--- config.mk ---
export PLATFORM = sky130hd
export DESIGN_NAME = tag_store
export DESIGN_NICKNAME = d
export VERILOG_FILES = /design/src/cache_pkg.sv /design/src/tag_store.sv
export SDC_FILE = /design/constraint.sdc
export NUM_CORES = 2
export LEC_CHECK = 0
export BUFFER_PORTS_ARGS = -buffer_cell sky130_fd_sc_hd__buf_2
export CORE_MARGIN = 4
export CORE_UTILIZATION = 56
export CTS_CLUSTER_SIZE = 14
export DETAILED_ROUTE_END_ITERATION = 8
export PLACE_DENSITY_LB_ADDON = 0.05
export SLEW_MARGIN = 10
export SYNTH_ARGS = -nofsm -noshare
export SYNTH_HDL_FRONTEND = slang
export SYNTH_SLANG_ARGS = --single-unit
--- constraint.sdc ---
create_clock -name iCLOCK -period 5.4 [get_ports iCLOCK]
set_input_delay 0.54 -clock iCLOCK [delete_from_list [all_inputs] [get_ports iCLOCK]]
set_output_delay 0.54 -clock iCLOCK [all_outputs]
set_load 0.1 [all_outputs]
--- src/cache_pkg.sv ---
// Cache geometry constants, address fields, status encoding and request/result structs
package cache_pkg;

	localparam int NUM_SETS = 16;
	localparam int NUM_WAYS = 4;

	typedef logic [21:0] tag_t;
	typedef logic [3:0]  set_idx_t;
	typedef logic [2:0]  word_idx_t;	// 64-bit word within a 64-byte line
	typedef logic [1:0]  way_t;

	// 0 is an empty line, 1 to 3 are valid lines with rising recency
	typedef logic [1:0]  status_t;

	localparam status_t STATUS_INVALID = 2'd0;
	localparam status_t STATUS_NEWEST  = 2'd3;

	typedef logic [63:0]  word_t;
	typedef logic [511:0] line_t;	// Eight words, word 0 in the low bits

	// Tag 22 | set 4 | word 3 | byte 3
	typedef struct packed {
		tag_t      tag;
		set_idx_t  index;
		word_idx_t word;
		logic [2:0] offset;
	} cache_addr_t;

	typedef struct packed {
		cache_addr_t addr;
		word_t       data;
	} wr_req_t;

	// Result of the tag compare for one read address
	typedef struct packed {
		logic hit;
		way_t way;
	} lookup_t;

endpackage
--- src/tag_store.sv ---
// Tag and status arrays, hit check, victim choice, recency update and aging timer
`timescale 1ns/100ps

module tag_store #(
	parameter int AGE_W = 16
) (
	input  logic                   iCLOCK,
	input  logic                   inRESET,
	input  logic                   flush,
	input  cache_pkg::cache_addr_t rd_addr,
	input  logic                   rd_accept,
	input  logic                   rd_stall,
	input  logic                   wr_req,
	input  cache_pkg::wr_req_t     wr,
	output cache_pkg::lookup_t     lookup,
	output cache_pkg::way_t        wr_way
);

	cache_pkg::tag_t    tags   [cache_pkg::NUM_WAYS][cache_pkg::NUM_SETS];
	cache_pkg::status_t status [cache_pkg::NUM_WAYS][cache_pkg::NUM_SETS];

	logic [AGE_W-1:0]               age_timer;
	logic                           age_tick;
	logic                           rd_refresh;
	logic [cache_pkg::NUM_WAYS-1:0] rd_match;	// Valid tag match per way, read side
	logic [cache_pkg::NUM_WAYS-1:0] wr_match;	// Same for the write address
	cache_pkg::way_t                victim_way;

	always_comb begin
		for (int w = 0; w < cache_pkg::NUM_WAYS; w++) begin
			rd_match[w] = (status[w][rd_addr.index] != cache_pkg::STATUS_INVALID)
				&& (tags[w][rd_addr.index] == rd_addr.tag);
			wr_match[w] = (status[w][wr.addr.index] != cache_pkg::STATUS_INVALID)
				&& (tags[w][wr.addr.index] == wr.addr.tag);
		end
	end

	// Lowest matching way wins
	always_comb begin
		lookup.hit = |rd_match;
		lookup.way = '0;
		for (int w = cache_pkg::NUM_WAYS - 1; w >= 0; w--) begin
			if (rd_match[w]) begin
				lookup.way = cache_pkg::way_t'(w);
			end
		end
	end

	// Oldest line below status 3, lower way on a tie, way 3 if the set is all newest
	always_comb begin
		cache_pkg::status_t lowest;
		lowest     = cache_pkg::STATUS_NEWEST;
		victim_way = cache_pkg::way_t'(cache_pkg::NUM_WAYS - 1);
		for (int w = 0; w < cache_pkg::NUM_WAYS; w++) begin
			if (status[w][wr.addr.index] < lowest) begin
				lowest     = status[w][wr.addr.index];
				victim_way = cache_pkg::way_t'(w);
			end
		end
	end

	always_comb begin
		wr_way = victim_way;
		for (int w = cache_pkg::NUM_WAYS - 1; w >= 0; w--) begin
			if (wr_match[w]) begin
				wr_way = cache_pkg::way_t'(w);	// Rewrite of a resident line
			end
		end
	end

	// Free-running while the consumer takes results
	always_ff @(posedge iCLOCK or negedge inRESET) begin
		if (!inRESET) begin
			age_timer <= '0;
		end else if (!rd_stall) begin
			age_timer <= age_timer + 1'b1;
		end
	end

	assign age_tick   = (&age_timer) && !rd_stall && !wr_req;	// Dropped on write cycles
	assign rd_refresh = rd_accept && lookup.hit;

	// Flush, then write, then read refresh, then aging
	always_ff @(posedge iCLOCK or negedge inRESET) begin
		if (!inRESET) begin
			for (int w = 0; w < cache_pkg::NUM_WAYS; w++) begin
				for (int s = 0; s < cache_pkg::NUM_SETS; s++) begin
					status[w][s] <= cache_pkg::STATUS_INVALID;
				end
			end
		end else if (flush) begin
			for (int w = 0; w < cache_pkg::NUM_WAYS; w++) begin
				for (int s = 0; s < cache_pkg::NUM_SETS; s++) begin
					status[w][s] <= cache_pkg::STATUS_INVALID;
				end
			end
		end else begin
			for (int w = 0; w < cache_pkg::NUM_WAYS; w++) begin
				for (int s = 0; s < cache_pkg::NUM_SETS; s++) begin
					if (wr_req && wr_way == cache_pkg::way_t'(w)
						&& wr.addr.index == cache_pkg::set_idx_t'(s)) begin
						status[w][s] <= cache_pkg::STATUS_NEWEST;
					end else if (rd_refresh && lookup.way == cache_pkg::way_t'(w)
						&& rd_addr.index == cache_pkg::set_idx_t'(s)) begin
						status[w][s] <= cache_pkg::STATUS_NEWEST;
					end else if (age_tick && status[w][s] >= 2'd2) begin
						status[w][s] <= status[w][s] - 2'd1;	// 3 to 2, 2 to 1
					end
				end
			end
		end
	end

	// Tag follows the write into its way, validity lives in the status
	always_ff @(posedge iCLOCK) begin
		if (wr_req) begin
			tags[wr_way][wr.addr.index] <= wr.addr.tag;
		end
	end

endmodule

Word level (Yosys, flattened, before mapping)
Memory sizes are Yosys's and may differ from the RTL's.
Index checks and enable logic that the tools add are counted.

word-level totals
  bits in registers = 144
  bits in writable memories = 1408
  bits of input ports = 134
  output and inout bits = 5
  logic and storage cells = 800
  memories kept = 1

cells by class
  add/sub/neg operators = 65
  $lt $le $gt $ge = 71
  equal/unequal tests = 44
  muxes and demuxes = 260
  bitwise logic cells = 2
  reductions and logical operators = 292

memory list
  memory  words  width  read ports  clocked after Yosys merged registers in  wr ports  line             RTL
  tags    4      352    4           0                                        1         tag_store.sv:19  cache_pkg::tag_t tags [cache_pkg::NUM_WAYS][cache_pkg::NUM_SETS];

operators with widths
  cell                                                      count
  binary-select mux 22 bit (select 4 bit)                   8
  two-way mux 2 bit                                         223
  two-way mux 22 bit                                        17
  two-way mux 352 bit                                       1
  nonzero test 4 bit                                        64
  logical AND 1 bit                                         212
  equality test 22 bit                                      8
  greater-or-equal comparator 2 bit, second input constant  64
  two-way mux 128 bit                                       1
  subtractor 2 x 1 -> 2 bit, second input constant          64
  demux 22 bit (select 4 bit)                               1
  binary-select mux 2 bit (select 4 bit)                    8
  equality test 4 bit, second input constant                16
  equality test 4 x 3 -> 1 bit, second input constant       8
  adder 16 x 1 -> 16 bit, second input constant             1
  equality test 4 x 2 -> 1 bit, second input constant       4
  AND reduction 16 bit                                      1
  nonzero test 2 bit                                        8
  greater-or-equal comparator 5 bit, second input constant  2
  inverter 4 -> 5 bit                                       2
  equality test 2 bit, second input constant                4
  equality test 4 x 1 -> 1 bit, second input constant       2
  logical NOT 4 bit                                         2
  < comparator 2 bit                                        3
  7 further kinds                                           10

Logic depth before layout (Yosys ltp)
  depth in word-level cells = 21
  gate-level depth with buffers = 21
  depth with buffers taken out = 14

Worst setup path before layout
OpenSTA, ideal clock, no wires.

  kind = input -> register
  from = in wr[70] (netlist bit)
  to = mem tags[3][132] (netlist bit), enable pin
  library setup time = 0.457 ns
  arrival time = 5.727 ns
  required time = 4.943 ns
  slack = -0.784 ns
  cell stages on the path = 18
  path buffers = 5
  cell sequence = buf_4 -> buf_4 -> buf_6 -> buf_2 -> mux4_2 -> a22oi_1 -> nand2_1 -> ha_1 -> ha_1 -> inv_1 -> ha_1 -> nor2_1 -> a31oi_1 -> a21boi_0 -> o31ai_1 -> a21oi_2 -> buf_4 -> nor4_1

on the way
  longest elaborated chain between the ends = 16
  elaborated cells between the ends (all ways) = 58
  those cells by class = order compare: 6; eq/ne: 4; mux: 38; bitwise: 1; reduce/logical: 9

ends and longest elaborated chain
  item                                                  line                                               RTL
  start: declaration                                    tag_store.sv:14                                    input cache_pkg::wr_req_t wr,
  inverter 4 -> 5 bit (implied by the code) (*)         --
  binary-select mux 2 bit (select 4 bit)                tag_store.sv:33, tag_store.sv:55, tag_store.sv:56
  two-way mux 2 bit (implied by the code) (2 in a row)  tag_store.sv:33, tag_store.sv:55, tag_store.sv:56
  < comparator 2 bit                                    tag_store.sv:55                                    if (status[w][wr.addr.index] < lowest) begin
  two-way mux 2 bit                                     tag_store.sv:55
  < comparator 2 bit                                    tag_store.sv:55
  two-way mux 2 bit                                     tag_store.sv:55
  < comparator 2 bit                                    tag_store.sv:55
  two-way mux 2 bit                                     tag_store.sv:55
  < comparator 2 bit                                    tag_store.sv:55
  two-way mux 2 bit                                     tag_store.sv:55
  two-way mux 2 bit (4 in a row)                        tag_store.sv:65                                    if (wr_match[w]) begin
  end: declaration                                      tag_store.sv:19

Mark *: on every way between the ends. The rest lies on a longest branch, timed or not. The select of a mux whose other input is x is not followed.

Worst setup path after layout
  from = in wr[70] (netlist bit)
  to = out wr_way[1]

on the way
  longest elaborated chain between the ends = 16
  elaborated cells between the ends (all ways) = 52
  those cells by class = order compare: 4; eq/ne: 4; mux: 35; bitwise: 1; reduce/logical: 8

ends and longest elaborated chain
  item                                                  line                                               RTL
  inverter 4 -> 5 bit (implied by the code) (*)         --
  binary-select mux 2 bit (select 4 bit)                tag_store.sv:33, tag_store.sv:55, tag_store.sv:56
  two-way mux 2 bit (implied by the code) (2 in a row)  tag_store.sv:33, tag_store.sv:55, tag_store.sv:56
  < comparator 2 bit                                    tag_store.sv:55
  two-way mux 2 bit                                     tag_store.sv:55
  < comparator 2 bit                                    tag_store.sv:55
  two-way mux 2 bit                                     tag_store.sv:55
  < comparator 2 bit                                    tag_store.sv:55
  two-way mux 2 bit                                     tag_store.sv:55
  < comparator 2 bit                                    tag_store.sv:55
  two-way mux 2 bit                                     tag_store.sv:55
  two-way mux 2 bit (3 in a row)                        tag_store.sv:65
  two-way mux 2 bit (*)                                 tag_store.sv:65
  end: declaration                                      tag_store.sv:16                                    output cache_pkg::way_t wr_way

Marks and branches as above.

==> flow_metrics.py <==
metrics = {
    "setup_path": {
        "reg2reg_setup_slack_ns": 0.50,
        "reg2reg_from": "status[81]$_DFFE_PN0P_",
        "crit_path_start": "wr[70]",
        "path_class": "in2out",
        "endpoint_kind": "output port",
        "reg2reg_to": "tags[2][321]$_DFFE_PP_",
        "cp.arrival_ns": 4.65,
        "cp-start-kind": "input port",
        "critPathMaxFanout": 30,
        "crit_required_ns": 4.86,
        "worstRegToRegCells": 13,
    },
    "routing": {
        "drtPass1Iterations": 6,
        "vias": 52900,
        "first_iter_violations": 7660,
        "drt-wirelength-per-cell_um": 37.6,
        "wl_um": 274000,
        "route.detailed.drc": 0,
        "vias_per_cell": 7.26,
        "drtAntennaViolNets": 0,
    },
    "floorplan": {
        "die-area_um2": 150000,
        "die_w_um": 387,
        "ios": 139,
        "initial_core_util": 0.566,
        "rows": 138,
        "core_area_um2": 142000,
        "die_h_um": 387,
    },
    "final_layout": {
        "final_cell_mix": "edfxtp_1 (1408), mux4_2 (659), buf_4 (352)",
        "final_util": 0.645,
        "syn_to_final_growth_pct": 14.0,
        "nNetsFinal": 5462,
        "drive_above_1_share": 0.295,
        "final_common_cell": "edfxtp_1",
    },
    "pwr": {
        "total_power_uw": 27400,
        "pwr_density_cell_nw_per_um2": 299,
        "vdd_drop_max_mv": 0.305,
        "leakage_uw": 0.0310,
    },
    "timing": {
        "max_freq_mhz": 193,
        "worst_slew_pin_slew_ns": 1.20,
        "fin_worst_skew_ns": 0.0304,
        "rsz0062_at_grt": "no",
        "fin_tns_setup_ns": 0,
        "slew_headroom": 0.197,
        "period_needed_ns": 5.19,
        "fin_crit_sh": 0.961,
        "finalSetupViolations": 0,
        "slew_violations": 0,
        "hold_viol_final": 0,
    },
    "worst_hold_path": {
        "hold_end": "tags[3][218]$_DFFE_PP_",
        "hold-path-cell-count": 1,
        "hold_path.class": "in2reg",
        "min_from": "wr[94]",
    },
    "synthesis": {
        "yosysWarnings": 0,
        "synth_top_flop_cell": "edfxtp_1",
        "synth.cell_area_um2": 80400,
        "ys_seq_area_frac": 0.571,
        "async_flop_share": 0.0928,
        "synth.area.top_cells": "edfxtp_1 (53%), mux4_2 (18%), dfrtp_1 (4.5%)",
        "synth_seq_cells": 1552,
        "synthesis.nets": 5141,
        "synth-edff-count": 1408,
        "postSynthAreaPerCell_um2": 16.3,
        "yosysTopAreaCellShare": 0.526,
        "synth_cell_types": 102,
        "syn_inst": 4937,
        "synth_top_cell_by_area": "edfxtp_1",
    },
    "clock_tree": {
        "root_buffer": "clkbuf_16",
        "clock_path_buffers": 3,
        "cts_setup_buffers": 0,
        "cts_buffers": 166,
        "clk_pin_slew_ns": 0.06,
        "cts_tree": "yes",
        "h-tree-depth": 4,
        "clk_latency_ns": 0.81,
        "clock_sinks": 1552,
    },
    "placement": {
        "portBuffers": 62,
        "dp_hpwl_um": 185000,
        "gp_congestion": 0.982,
    },
    "run": {
        "drv_cap": 0,
    },
    "grt": {
        "grt_overflow": 0,
        "grt_max_degree": 82,
        "antenna_found_initial": 25,
        "grt_use_total": 0.364,
        "grt_pass1_wl_um": 386000,
        "grt_pass1_vias": 51300,
    },
    "run_status": {
        "outcome": "complete, no violations",
    },
}
==> state kept, by name, summed over array words and instances, names as in the netlist <==
signal / flops
tags: 1408
status: 128
age_timer: 16
==> cells in the mapped netlist (all sizes together) (105+ instances only) <==
cell	number
edfxtp	1408
o21ai	184
mux2i	337
a21oi	122
buf	272
clkbuf	105
xnor2	212
nor3	107
nand2	206
mux4	706
nor2	209
dfrtp	144
inv	115
==> cell type report <==
cell class                      count  area (um^2)
Inverter                          118          448
Antenna cell                       12         30.0
Timing Repair Buffer              533         5490
Clock inverter                     94          912
Tap cell                         1890         2360
Fill cell                        9992        50500
Multi-Input combinational cell   2887        32100
Sequential cell                  1552        45900
Clock buffer                      205         4370
==> per-stage QoR <==
stage                     instances  instance area [um^2]  hold slack (ns)  setup WS [ns]
after detailed placement       6978                 86300            0.449         -0.130
after CTS                      7279                 91600            0.105         0.0213
after global placement         6978                 86300            0.449         -0.127
after global routing           7280                 91600            0.132         0.0349
final                          7291                 91600            0.161          0.211
after floorplan                4937                 80500            0.244         -0.575
==> report_power, final <==
part	internal, uW	switching [uW]
Sequential	13200	52.4
Clock	6390	4800
Combinational	1150	1850
==> cells by family (layout without fill, tap and decap cells) <==
logic type,count (synthesis),after routing,share of synthesized area
compound gates,741,741,0.0628
xor+xnor,239,239,0.0260
fa+ha+maj,70,70,0.0109
buf+inv,498,950,0.0350
flops,1552,1552,0.571
mux,1088,1088,0.248
other cells,0,12,0
simple gates,749,749,0.0461
==> metal layers <==
metal,routed length (um),vias to the layer above,global-route usage
met5,108,-,0
met2,123000,3657,0.543
met3,34700,746,0.103
met4,15800,10,0.174
met1,101000,27500,0.499
li1,-,21000,-
==> worst max path at each step <==
stage / end / slack [ns] / cells past startpoint
2_1_floorplan: tags[1][66]$_DFFE_PP_ / -0.57 / 19
3_3_place_gp: tags[2][277]$_DFFE_PP_ / -0.13 / 14
3_5_place_dp: tags[2][321]$_DFFE_PP_ / -0.13 / 14
4_1_cts: wr_way[0] / 0.02 / 15
5_1_grt: wr_way[0] / 0.03 / 15
6_report: wr_way[1] / 0.21 / 16
==> repair_timing <==
| item | in CTS | in global routing |
|---|---|---|
| hold endpoints to repair | 81 | 0 |
| setup endpoints to repair | 1 | 4 |
| hold buffers | 2 | 0 |
| resized for setup | 1 | 4 |
==> worst max-delay path, stage by stage <==
cell and delay (ns):
buf_8 0.16, buf_12 0.29, buf_12 0.25, mux4_2 0.52, mux2i_1 0.19, xnor2_1 0.10, nor4_2 0.53, buf_4 0.20
a41oi_1 0.04, a221o_1 0.45, or3_1 0.44, and3_1 0.20, buf_4 0.17, nor2_1 0.11, buf_4 0.17, buf_12 0.18
Power figures use the tool's default switching activity.
