File: config.mk
export PLATFORM = sky130hd
export DESIGN_NAME = read_stage
export DESIGN_NICKNAME = d
export VERILOG_FILES = /design/src/cache_pkg.sv /design/src/read_stage.sv
export SDC_FILE = /design/constraint.sdc
export NUM_CORES = 1
export LEC_CHECK = 0
export BUFFER_PORTS_ARGS = -buffer_cell sky130_fd_sc_hd__buf_2
export CORE_MARGIN = 3
export CORE_UTILIZATION = 27
export CTS_CLUSTER_SIZE = 20
export DETAILED_ROUTE_END_ITERATION = 7
export PLACE_DENSITY = 0.87
export SLEW_MARGIN = 20
export SYNTH_ARGS = -nofsm -noshare
export SYNTH_HDL_FRONTEND = slang
export SYNTH_SLANG_ARGS = --single-unit
File: constraint.sdc
create_clock -name iCLOCK -period 2.5 [get_ports iCLOCK]
set_input_delay 0.5 -clock iCLOCK [delete_from_list [all_inputs] [get_ports iCLOCK]]
set_output_delay 0.5 -clock iCLOCK [all_outputs]
set_load 0.05 [all_outputs]
File: src/cache_pkg.sv
// Cache geometry constants, address fields, status encoding and request/result structs
package cache_pkg;

	localparam int NUM_SETS = 16;
	localparam int NUM_WAYS = 4;

	typedef logic [21:0] tag_t;
	typedef logic [3:0]  set_idx_t;
	typedef logic [2:0]  word_idx_t;	// 64-bit word within a 64-byte line
	typedef logic [1:0]  way_t;

	// 0 is an empty line, 1 to 3 are valid lines with rising recency
	typedef logic [1:0]  status_t;

	localparam status_t STATUS_INVALID = 2'd0;
	localparam status_t STATUS_NEWEST  = 2'd3;

	typedef logic [63:0]  word_t;
	typedef logic [511:0] line_t;	// Eight words, word 0 in the low bits

	// Tag 22 | set 4 | word 3 | byte 3
	typedef struct packed {
		tag_t      tag;
		set_idx_t  index;
		word_idx_t word;
		logic [2:0] offset;
	} cache_addr_t;

	typedef struct packed {
		cache_addr_t addr;
		word_t       data;
	} wr_req_t;

	// Result of the tag compare for one read address
	typedef struct packed {
		logic hit;
		way_t way;
	} lookup_t;

endpackage
File: src/read_stage.sv
// Read result register with back-pressure hold and valid/hit qualification
`timescale 1ns/100ps

module read_stage (
	input  logic                 iCLOCK,
	input  logic                 inRESET,
	input  logic                 flush,
	input  logic                 rd_stall,
	input  logic                 rd_accept,
	input  cache_pkg::lookup_t   lookup,
	input  cache_pkg::word_idx_t rd_word,
	input  cache_pkg::word_t     word,
	output cache_pkg::way_t      sel_way,
	output cache_pkg::word_idx_t sel_word,
	output logic                 rd_valid,
	output logic                 rd_hit,
	output cache_pkg::word_t     rd_data
);

	logic                 acc_q;	// A read is pending
	cache_pkg::lookup_t   lookup_q;
	cache_pkg::word_idx_t word_q;

	always_ff @(posedge iCLOCK or negedge inRESET) begin
		if (!inRESET) begin
			acc_q    <= 1'b0;
			lookup_q <= '0;
		end else begin
			if (flush) begin
				acc_q <= 1'b0;
			end else if (!rd_stall) begin
				acc_q <= rd_accept;
			end
			if (!rd_stall) begin
				lookup_q <= lookup;
			end
		end
	end

	always_ff @(posedge iCLOCK) begin
		if (!rd_stall) begin
			word_q <= rd_word;
		end
	end

	assign sel_way  = lookup_q.way;
	assign sel_word = word_q;

	// Result withheld while downstream is stalled
	assign rd_valid = acc_q && !rd_stall;
	assign rd_hit   = rd_valid && lookup_q.hit;
	assign rd_data  = rd_hit ? word : '0;	// Zero on a miss

endmodule

* Yosys cells after proc, flatten, opt, wreduce, memory -nomap -nowiden
Cells that the tools add are included.
** Storage, ports and cells
- Bits in registers :: 7
- Bits of input ports :: 75
- Output and inout port bits :: 71
- Word-level logic and storage cells :: 11
** Cells by class
- Equality and inequality tests :: 1
- Muxes and demuxes :: 3
- Reduce and logical (&&, ||, !) cells :: 3
** Operator list (count)
- $mux 64 :: 1
- $logic_and 1x1->1 :: 2
- $mux 1 :: 2
- $ne 2x2->1 const B :: 1
- $logic_not 1->1 :: 1

* Depth between registers and ports, before layout
Gate-level depths: netlist of run 1.
- Depth after elaboration :: 4
- Gate-level depth with buffers :: 5
- Mapped depth without buffers :: 2

* Worst setup path after synthesis of run 1
No wires, ideal clock.
- Kind :: input to output
- From :: input rd_stall
- To :: output rd_data[52]
- Data arrival time :: 1.630 ns
- Data required time :: 2.000 ns
- Path slack :: 0.370 ns
- Stages on the path :: 4
- Path buffers :: 2
- Cells stage by stage :: buf_6 -> and3b_1 -> buf_2 -> and2_1
** Between the ends
- Cells in the longest elaborated chain, start to end :: 4
** RTL lines
- start, declared :: RTL line read_stage.sv:8 : input logic rd_stall,
- $logic_not 1->1 :: RTL line read_stage.sv:50 : assign rd_valid = acc_q && !rd_stall;
- $logic_and 1x1->1 :: RTL line read_stage.sv:50
- $logic_and 1x1->1 :: RTL line read_stage.sv:51 : assign rd_hit = rd_valid && lookup_q.hit;
- via rd_hit :: RTL line read_stage.sv:16 : output logic rd_hit,
- $mux 64 :: RTL line read_stage.sv:52 : assign rd_data = rd_hit ? word : '0;
- end, declared :: RTL line read_stage.sv:17 : output cache_pkg::word_t rd_data
The timed path passes the listed nets, and every way through them passes these cells.

* Worst setup path after layout of run 1
- From :: input rd_stall
- To :: output rd_data[60]
** Between the ends
- Cells in the longest elaborated chain, start to end :: 4
** RTL lines (RTL line)
- $logic_not 1->1 :: read_stage.sv:50
- $logic_and 1x1->1 :: read_stage.sv:50
- $logic_and 1x1->1 :: read_stage.sv:51
- $mux 64 :: read_stage.sv:52
No other way between the ends.

==> flow_metrics.tcl, run 1 <==
set metrics [dict create \
    syn-cell-area_um2 724.4 \
    gp_congestion 0.6978 \
    antenna_found_initial 0 \
    slew_violations 0 \
    path_class "input port to primary output" \
    ys_seq_elements 7 \
    ant_nets 0 \
    yosysWarnings 0 \
    rr_startpoint "sel_way[0]" \
    die_area_um2 3341 \
    drt-vias-per-instance 3.938 \
    cts_sinks 7 \
    max_freq_mhz 481.0 \
    root_buffer "clkbuf_4" \
    clockBufferDepth 2 \
    power_uw 425.0 \
    arrival_ns 1.58 \
    cp_max_fo 38 \
    startpoint "rd_stall" \
    area_growth_pct 101.7 \
    run_status "finished, final reports clean" \
    cts_resized 0 \
    ys_types 13 \
    leakage_uw 0.001004 \
    drt_iter0_drc 31 \
    fp.coreArea_um2 2522 \
    drive_above_1_share 0.6652 \
    die_w_um 57.80 \
    r2r_end "sel_way[0]" \
    drv_cap 0 \
    postCtsSetupBuffers 0 \
    worst_setup_path_endpoint "rd_data[60]" \
    route.detailed.drc 0 \
    overflow 0 \
    cp.required_ns 2.00 \
    start_kind "input port" \
    cts.clk_slew.worst_paths_ns 0.05 \
    place_hpwl_um 2506 \
    seq_area_frac_synth 0.2625 \
    grt_max_degree 39 \
    hold_path_class "input port to async pin" \
    ir_drop_mv 0.2770 \
    antennaDiodeCount 0 \
    cts_htree_levels 1 \
    clk-insertion-delay-late_ns 0.25 \
    fin_nets 306 \
    endpoint_kind "primary output" \
    synth_cells 89 \
    cts_tree "yes" \
    dr.pass1.iters 3 \
    wl_um 2796 \
    grt_pass1_vias 911 \
    power_density_nw_per_um2 290.8 \
    dr_total_vias 1024 \
    tightest_slew_ns 0.2603 \
    syn_area_per_cell_um2 8.140 \
    die_height_um 57.80 \
    cts-hold-fix-buffers 0 \
    slew_headroom 0.8277 \
    initial_utilization 0.2872 \
    setup_viol 0 \
    grt_first_pass_wirelength_um 3946 \
    r2r_slack_ns 1.75 \
    skew_ns 0 \
    grt.total_usage 0.1505 \
    tns_ns 0 \
    final.min_clock_period_ns 2.079 \
    io_pins 146 \
    finalCritPeriodShare 0.8316 \
    synth_nets 164 \
    routedWlPerCell_um 10.75 \
    r2r_cells 1 \
    rsz0062_at_grt "no" \
    nFillCells 240 \
    rows 18 \
    port_buffers 145 \
    hold_viol 0 \
    cts_buffers 3 \
]
==> worst min path at each step <==
stage	end	slack [ns]
2_1_floorplan	acc_q	0.20
3_3_place_gp	sel_way[0]	0.31
3_5_place_dp	sel_way[0]	0.31
4_1_cts	lookup_q[2]	0.04
5_1_grt	lookup_q[2]	0.03
6_report	lookup_q[2]	0.04
==> critical path, cell delays in order <==
cell and delay [ns]:
buf_2 0.14, and3b_1 0.23, buf_4 0.26, and2_1 0.17, buf_2 0.26
==> state kept, by name (all words and copies together), names as in the netlist <==
signal / count
acc_q: 1
lookup_q: 1
sel_way: 2
sel_word: 3
==> where the power goes <==
| group | switching, µW | total [µW] | internal [µW] |
|---|---|---|---|
| clock network | 38.5 | 99.2 | 60.7 |
| logic | 121 | 191 | 70.8 |
| registers | 3.73 | 134 | 131 |
| total | 163 | 425 | 262 |
==> synthesized netlist by cell type <==
| master | count | share of area |
|---|---|---|
| and2_1 | 64 | 0.55 |
| and3b_1 | 1 | 0.012 |
| buf_2 | 1 | 0.0069 |
| buf_4 | 2 | 0.021 |
| buf_6 | 2 | 0.031 |
| clkbuf_2 | 5 | 0.035 |
| dfrtp_1 | 4 | 0.14 |
| edfxtp_1 | 3 | 0.12 |
| inv_1 | 1 | 0.0052 |
| mux2_2 | 3 | 0.047 |
| mux2i_1 | 1 | 0.014 |
| nor2_1 | 1 | 0.0052 |
| nor2b_1 | 1 | 0.0086 |
==> cells in the final DEF (no fill, tap or decap) <==
cell      netlist  layout
and2_1         64      64
and3b_1         1       1
buf_2           1     145
buf_4           2       2
clkbuf_1        0       1
clkbuf_4        0       3
dfrtp_1         4       4
edfxtp_1        3       3
inv_1           1       1
mux2_2          3       3
mux2i_1         1       1
nor2_1          1       1
nor2b_1         1       1
==> metrics by stage <==
| step | setup slack (ns) | utilization | hold WS (ns) | instances | instance area, µm² |
|---|---|---|---|---|---|
| floorplan | 0.3699 | - | 0.2044 | 89 | 724.4 |
| global placement | 0.4552 | 0.5689 | 0.3072 | 256 | 1435 |
| detailed placement | 0.4093 | 0.5689 | 0.3071 | 256 | 1435 |
| CTS | 0.4097 | 0.5794 | 0.03815 | 260 | 1461 |
| global route | 0.3291 | 0.5794 | 0.03422 | 260 | 1461 |
| finish | 0.4210 | 0.5794 | 0.04360 | 260 | 1461 |
==> per-layer routing <==
metal / track usage / vias to the layer above / wire (µm)
li1: - / 545 / -
met1: 0.1475 / 404 / 945
met2: 0.2903 / 71 / 1465
met3: 0.03786 / 4 / 346
met4: 0.06954 / 0 / 38
met5: 0 / - / 0
==> layout make-up <==
cell class,count,area (µm²),share of cell area
Clock buffer,4,26.28,0.01798
Inverter,1,3.754,0.002568
Tap cell,30,37.54,0.02568
Sequential cell,7,190.2,0.1301
Timing Repair Buffer,147,740.7,0.5068
Multi-Input combinational cell,71,462.9,0.3168
==> logic make-up (layout without fill, tap and decap cells) <==
group         count (synthesis)  in the layout  synth area share
buf+inv                      11            152           0.09842
mux                           4              4           0.06045
flops                         7              7            0.2625
simple gates                 67             67            0.5786
No activity file was read; power rests on OpenSTA's default activity.
==> inputs of run 2 (changes only) <==
--- a/config.mk
+++ b/config.mk
@@ -7,10 +7,10 @@
 export LEC_CHECK = 0
 export BUFFER_PORTS_ARGS = -buffer_cell sky130_fd_sc_hd__buf_2
 export CORE_MARGIN = 3
-export CORE_UTILIZATION = 27
+export CORE_UTILIZATION = 25
 export CTS_CLUSTER_SIZE = 20
 export DETAILED_ROUTE_END_ITERATION = 7
-export PLACE_DENSITY = 0.87
+export PLACE_DENSITY = 0.81
 export SLEW_MARGIN = 20
 export SYNTH_ARGS = -nofsm -noshare
 export SYNTH_HDL_FRONTEND = slang
==> constraint.sdc (replaced) <==
create_clock -name iCLOCK -period 2.1 [get_ports iCLOCK]
set_input_delay 0.42 -clock iCLOCK [delete_from_list [all_inputs] [get_ports iCLOCK]]
set_output_delay 0.42 -clock iCLOCK [all_outputs]
set_load 0.05 [all_outputs]
==> run 2 against run 1 <==
Compared with the run above:
- clock power grew 22%
- utilization shrank 0.37 points
- die area grew 7.1%
- count of clock-buffer cells in the layout is the same
- sequential cell count is the same
- global-route usage shrank 0.65 points
- critical path depth shrank 1
- critical endpoint is now rd_data[12]
- largest cell class unchanged
==> flow_metrics.tcl, run 2 (synthesis results as in run 1) <==
set metrics [dict create \
    max_freq_mhz 524.9 \
    swShare 0.3846 \
    run_status "finished, final reports clean" \
    dr.pass1.iters 4 \
    slew_violations 0 \
    overflow 0 \
    start_kind "flip-flop" \
    rows 18 \
    tns_ns 0 \
    antennaDiodeCount 0 \
    power_density_nw_per_um2 342.7 \
    final.min_clock_period_ns 1.905 \
    initial_utilization 0.2773 \
    dp_worst_setup_slack_ns 0.2276 \
    final_cell_mix "145 x buf_2, 64 x and2_1, 4 x dfrtp_1" \
    ir_drop_mv 0.3980 \
    r2r_slack_ns 1.32 \
    cpLargestDelayFamily "buffers and inverters" \
    cts_htree_levels 1 \
    clk-insertion-delay-late_ns 0.25 \
    arrival_ns 1.49 \
    ant_nets 0 \
    power_uw 515.3 \
    hold_depth 2 \
    drt-vias-per-instance 4.034 \
    rsz0062_at_grt "no" \
    r2r_end "sel_way[0]" \
    rr_startpoint "sel_way[0]" \
    die_area_um2 3580 \
    cp_slowest_stage_delay_ns 0.36 \
    routedWlPerCell_um 11.00 \
    dr_total_vias 1057 \
    fp.coreArea_um2 2613 \
    io_pins 146 \
    drive_above_1_share 0.6638 \
    largest_reg_flops 3 \
    wl_um 2882 \
    crit_buf_inv 2 \
    slew_headroom 0.8226 \
    setup_viol 0 \
    grt.total_usage 0.1440 \
    path_class "flip-flop to primary output" \
    hold_path_class "input port to flip-flop" \
    power.switching_uw 198.2 \
    endpoint_kind "primary output" \
    grt_max_degree 36 \
    worst_slack_ns 0.1947 \
    min-delay-start "flush" \
    layout_commonest_cell "buf_2" \
    crit_chain "and3b_1 -> buf_12 -> and2_1 -> buf_2" \
    clockBufferDepth 2 \
    nFillCells 248 \
    comb_power_share 0.456 \
    grt_first_pass_wirelength_um 3981 \
    hold_viol 0 \
    cp.required_ns 1.68 \
    route.detailed.drc 0 \
    die_w_um 59.83 \
    finalCritPeriodShare 0.9073 \
    cts_buffers 3 \
    r2r_cells 1 \
    cts_sinks 7 \
    drt_iter0_drc 8 \
    drv_cap 0 \
    intPower_uw 317.1 \
    cp_max_fo 35 \
    leakage_uw 0.001019 \
    root_buffer "clkbuf_4" \
    crit_slowest_cell "dfrtp_1" \
    die_height_um 59.83 \
    gp_congestion 0.7309 \
    skew_ns 0 \
    tightest_slew_ns 0.2679 \
    seqPwrFrac 0.310 \
    whs_endpoint "acc_q" \
    area_growth_pct 107.6 \
    fin_nets 308 \
    cts.clk_slew.worst_paths_ns 0.05 \
    power_frac_clock 0.234 \
    cts_tree "yes" \
    port_buffers 145 \
    cts_resized 0 \
    antenna_found_initial 0 \
    grt_pass1_vias 940 \
]
## run 2: how the worst max path moves through the flow
stage	from	to	slack [ns]	depth (start not counted)
after floorplan	rd_stall	rd_data[52]	0.13	4
after global placement	rd_stall	rd_data[12]	0.25	5
after detailed placement	rd_stall	rd_data[12]	0.23	5
after CTS	acc_q	rd_data[12]	0.17	4
after global routing	acc_q	rd_data[15]	0.11	4
final	acc_q	rd_data[12]	0.19	4
## run 2: per-layer routing
metal / GRT usage / wire length, µm / vias to the layer above
met5: 0 / 0 / -
met3: 0.03024 / 366 / 2
met2: 0.2901 / 1603 / 67
li1: - / - / 551
met1: 0.1369 / 896 / 437
met4: 0.05696 / 16 / 0
## run 2: what timing repair did
item / CTS / global route
hold endpoints to repair: 4 / 0
hold buffers: 1 / 0
buffers inserted: 0 / 0
## run 2: layout make-up
class | count | area (µm²) | area share
Inverter | 1 | 3.754 | 0.002496
Sequential cell | 7 | 190.2 | 0.1265
Timing Repair Buffer | 149 | 783.3 | 0.5208
Clock buffer | 4 | 26.28 | 0.01747
Tap cell | 30 | 37.54 | 0.02496
Multi-Input combinational cell | 71 | 462.9 | 0.3078
## run 2: per-stage QoR
| stage | util | instance area [µm²] | instances | hold slack [ns] |
|---|---|---|---|---|
| 2_1_floorplan | - | 724.4 | 89 | 0.1244 |
| 3_3_place_gp | 0.5618 | 1468 | 257 | 0.2294 |
| 4_1_cts | 0.5757 | 1504 | 262 | 0.3091 |
| 5_1_grt | 0.5757 | 1504 | 262 | 0.3221 |
| 3_5_place_dp | 0.5618 | 1468 | 257 | 0.2307 |
| 6_report | 0.5757 | 1504 | 262 | 0.3145 |
## run 2: power groups by stage
stage | sequential [µW] | combinational [µW] | clock (µW)
CTS | 160 | 237 | 125
detailed placement | 162 | 234 | 0
global route | 161 | 252 | 132
global placement | 162 | 232 | 0
finish | 160 | 235 | 121
floorplan | 178 | 129 | 0
==> inputs of run 3 (changes only) <==
--- a/config.mk
+++ b/config.mk
@@ -6,11 +6,14 @@
 export NUM_CORES = 1
 export LEC_CHECK = 0
 export BUFFER_PORTS_ARGS = -buffer_cell sky130_fd_sc_hd__buf_2
+export CELL_PAD_IN_SITES_DETAIL_PLACEMENT = 0
+export CELL_PAD_IN_SITES_GLOBAL_PLACEMENT = 2
 export CORE_MARGIN = 3
-export CORE_UTILIZATION = 25
+export CORE_UTILIZATION = 10
 export CTS_CLUSTER_SIZE = 20
 export DETAILED_ROUTE_END_ITERATION = 7
-export PLACE_DENSITY = 0.81
+export HOLD_SLACK_MARGIN = 0.02
+export PLACE_DENSITY_LB_ADDON = 0.1
 export SLEW_MARGIN = 20
 export SYNTH_ARGS = -nofsm -noshare
 export SYNTH_HDL_FRONTEND = slang
==> run 3 against run 2 <==
Compared with the run above:
- count of clock-buffer cells in the layout unchanged
- largest cell class unchanged
- sequential power about the same
- clock power increased by 53%
- register-to-register slack improved by 0.03 ns
- sequential share of layout area decreased by 0.65 points
==> flow_metrics.tcl, run 3 (synthesis results as in run 1) <==
set metrics [dict create \
    routedWlPerCell_um 10.64 \
    skew_ns 0 \
    grt_pass1_vias 929 \
    power_frac_clock 0.321 \
    ir_drop_mv 0.4564 \
    drv_cap 0 \
    dr_total_vias 1027 \
    io_pins 146 \
    path_class "flip-flop to primary output" \
    cts_tree "yes" \
    hold_path_class "input port to flip-flop" \
    cts_sinks 7 \
    wl_um 3479 \
    grt_first_pass_wirelength_um 4968 \
    grtUsageMet3 0.02320 \
    comb_power_share 0.402 \
    die_area_um2 8302 \
    root_buffer "clkbuf_8" \
    fin_nets 307 \
    dr.pass1.iters 2 \
    antenna_found_initial 0 \
    die_height_um 91.12 \
    max_freq_mhz 528.8 \
    rsz0062_at_grt "no" \
    crit_slowest_cell "dfrtp_1" \
    start_kind "flip-flop" \
    cts.clk_slew.worst_paths_ns 0.04 \
    grt.total_usage 0.07288 \
    clockBufferDepth 2 \
    drive_above_1_share 0.6623 \
    tightest_slew_ns 0.2764 \
    grt_busiest_layer "met2" \
    die_w_um 91.12 \
    clk-insertion-delay-late_ns 0.22 \
    finalCritPeriodShare 0.9004 \
    seqPwrFrac 0.277 \
    slew_violations 0 \
    gp_congestion 0.6720 \
    power_density_nw_per_um2 364.7 \
    run_status "finished, final reports clean" \
    ant_nets 0 \
    slew_headroom 0.8170 \
    cp_slowest_stage_delay_ns 0.36 \
    final.min_clock_period_ns 1.891 \
    swShare 0.3527 \
    arrival_ns 1.47 \
    tns_ns 0 \
    fp.coreArea_um2 6907 \
    grt_max_degree 66 \
    cts_buffers 3 \
    dp_worst_setup_slack_ns 0.2181 \
    final_cell_mix "145 x buf_2, 64 x and2_1, 4 x dfrtp_1" \
    antennaDiodeCount 0 \
    layout_commonest_cell "buf_2" \
    nFillCells 804 \
    rows 30 \
    port_buffers 145 \
    crit_chain "and3b_1 -> buf_12 -> and2_1 -> buf_2" \
    intPower_uw 374.2 \
    drt-vias-per-instance 3.141 \
    largest_reg_flops 3 \
    area_growth_pct 118.8 \
    cts_resized 0 \
    hold_viol 0 \
    route.detailed.drc 0 \
    cts_htree_levels 1 \
    worst_slack_ns 0.2091 \
    overflow 0 \
    cp.required_ns 1.68 \
    place_hpwl_um 2963 \
    cp_max_fo 65 \
    initial_utilization 0.1049 \
    setup_viol 0 \
    power.switching_uw 203.9 \
    leakage_uw 0.001019 \
    met2_usage 0.1490 \
    endpoint_kind "primary output" \
    drt_iter0_drc 20 \
    use_met1 0.07250 \
]
[run 3: changes by cell type in the layout (fill, tap and decap cells not counted), sizes merged]
cell / previous run / this run
buf: 148 / 147
[run 3: power groups by stage]
| stage | logic [µW] | clock network [µW] | registers, µW |
|---|---|---|---|
| after detailed placement | 234 | 0 | 162 |
| after global routing | 249 | 197 | 162 |
| final | 232 | 185 | 160 |
| after global placement | 235 | 0 | 162 |
| after floorplan | 129 | 0 | 178 |
| after CTS | 236 | 192 | 160 |
[run 3: critical path: cells and delay by family, from the launching register on]
family                 cells  cell delay, ns
buffers and inverters      2            0.48
flip-flops                 1            0.36
AND/OR/NAND/NOR            2            0.37
[run 3: timing repair]
| item | in CTS | in global routing |
|---|---|---|
| setup buffers | 0 | 0 |
| hold buffers | 1 | 0 |
| hold endpoints to repair | 4 | 0 |
[run 3: cell type report]
type                            count  area (µm²)  area share
Timing Repair Buffer              148       763.2      0.4815
Inverter                            1       3.754    0.002368
Tap cell                           96       120.1     0.07577
Multi-Input combinational cell     71       462.9      0.2920
Sequential cell                     7       190.2      0.1200
Clock buffer                        4       45.04     0.02841
[run 3: through the flow]
stage,hold slack (ns),instances,power (µW),util,area [µm²]
detailed placement,0.2360,322,396.3,0.2216,1530
global route,0.3377,327,608.0,0.2295,1585
CTS,0.3403,327,588.1,0.2295,1585
finish,0.3443,327,578.1,0.2295,1585
floorplan,0.1244,89,307.4,-,724.4
global placement,0.2372,322,397.5,0.2216,1530
[run 3: layer usage]
layer  vias to the layer above  share of wire
li1                        547              -
met1                       410           0.33
met2                        70           0.55
met3                         0           0.12
met4                         0              0
met5                         -              0
[run 3: final timing paths]
kind / start / end / slack (ns) / depth (start not counted)
min: flush / acc_q / 0.34 / 2
min in group asynchronous: inRESET / sel_way[0] / 0.53 / 2
min reg2reg: sel_way[1] / sel_way[1] / 0.51 / 1
max in group asynchronous: inRESET / acc_q / 1.44 / 2
max: acc_q / rd_data[27] / 0.21 / 4
max reg2reg: lookup_q[2] / lookup_q[2] / 1.35 / 1
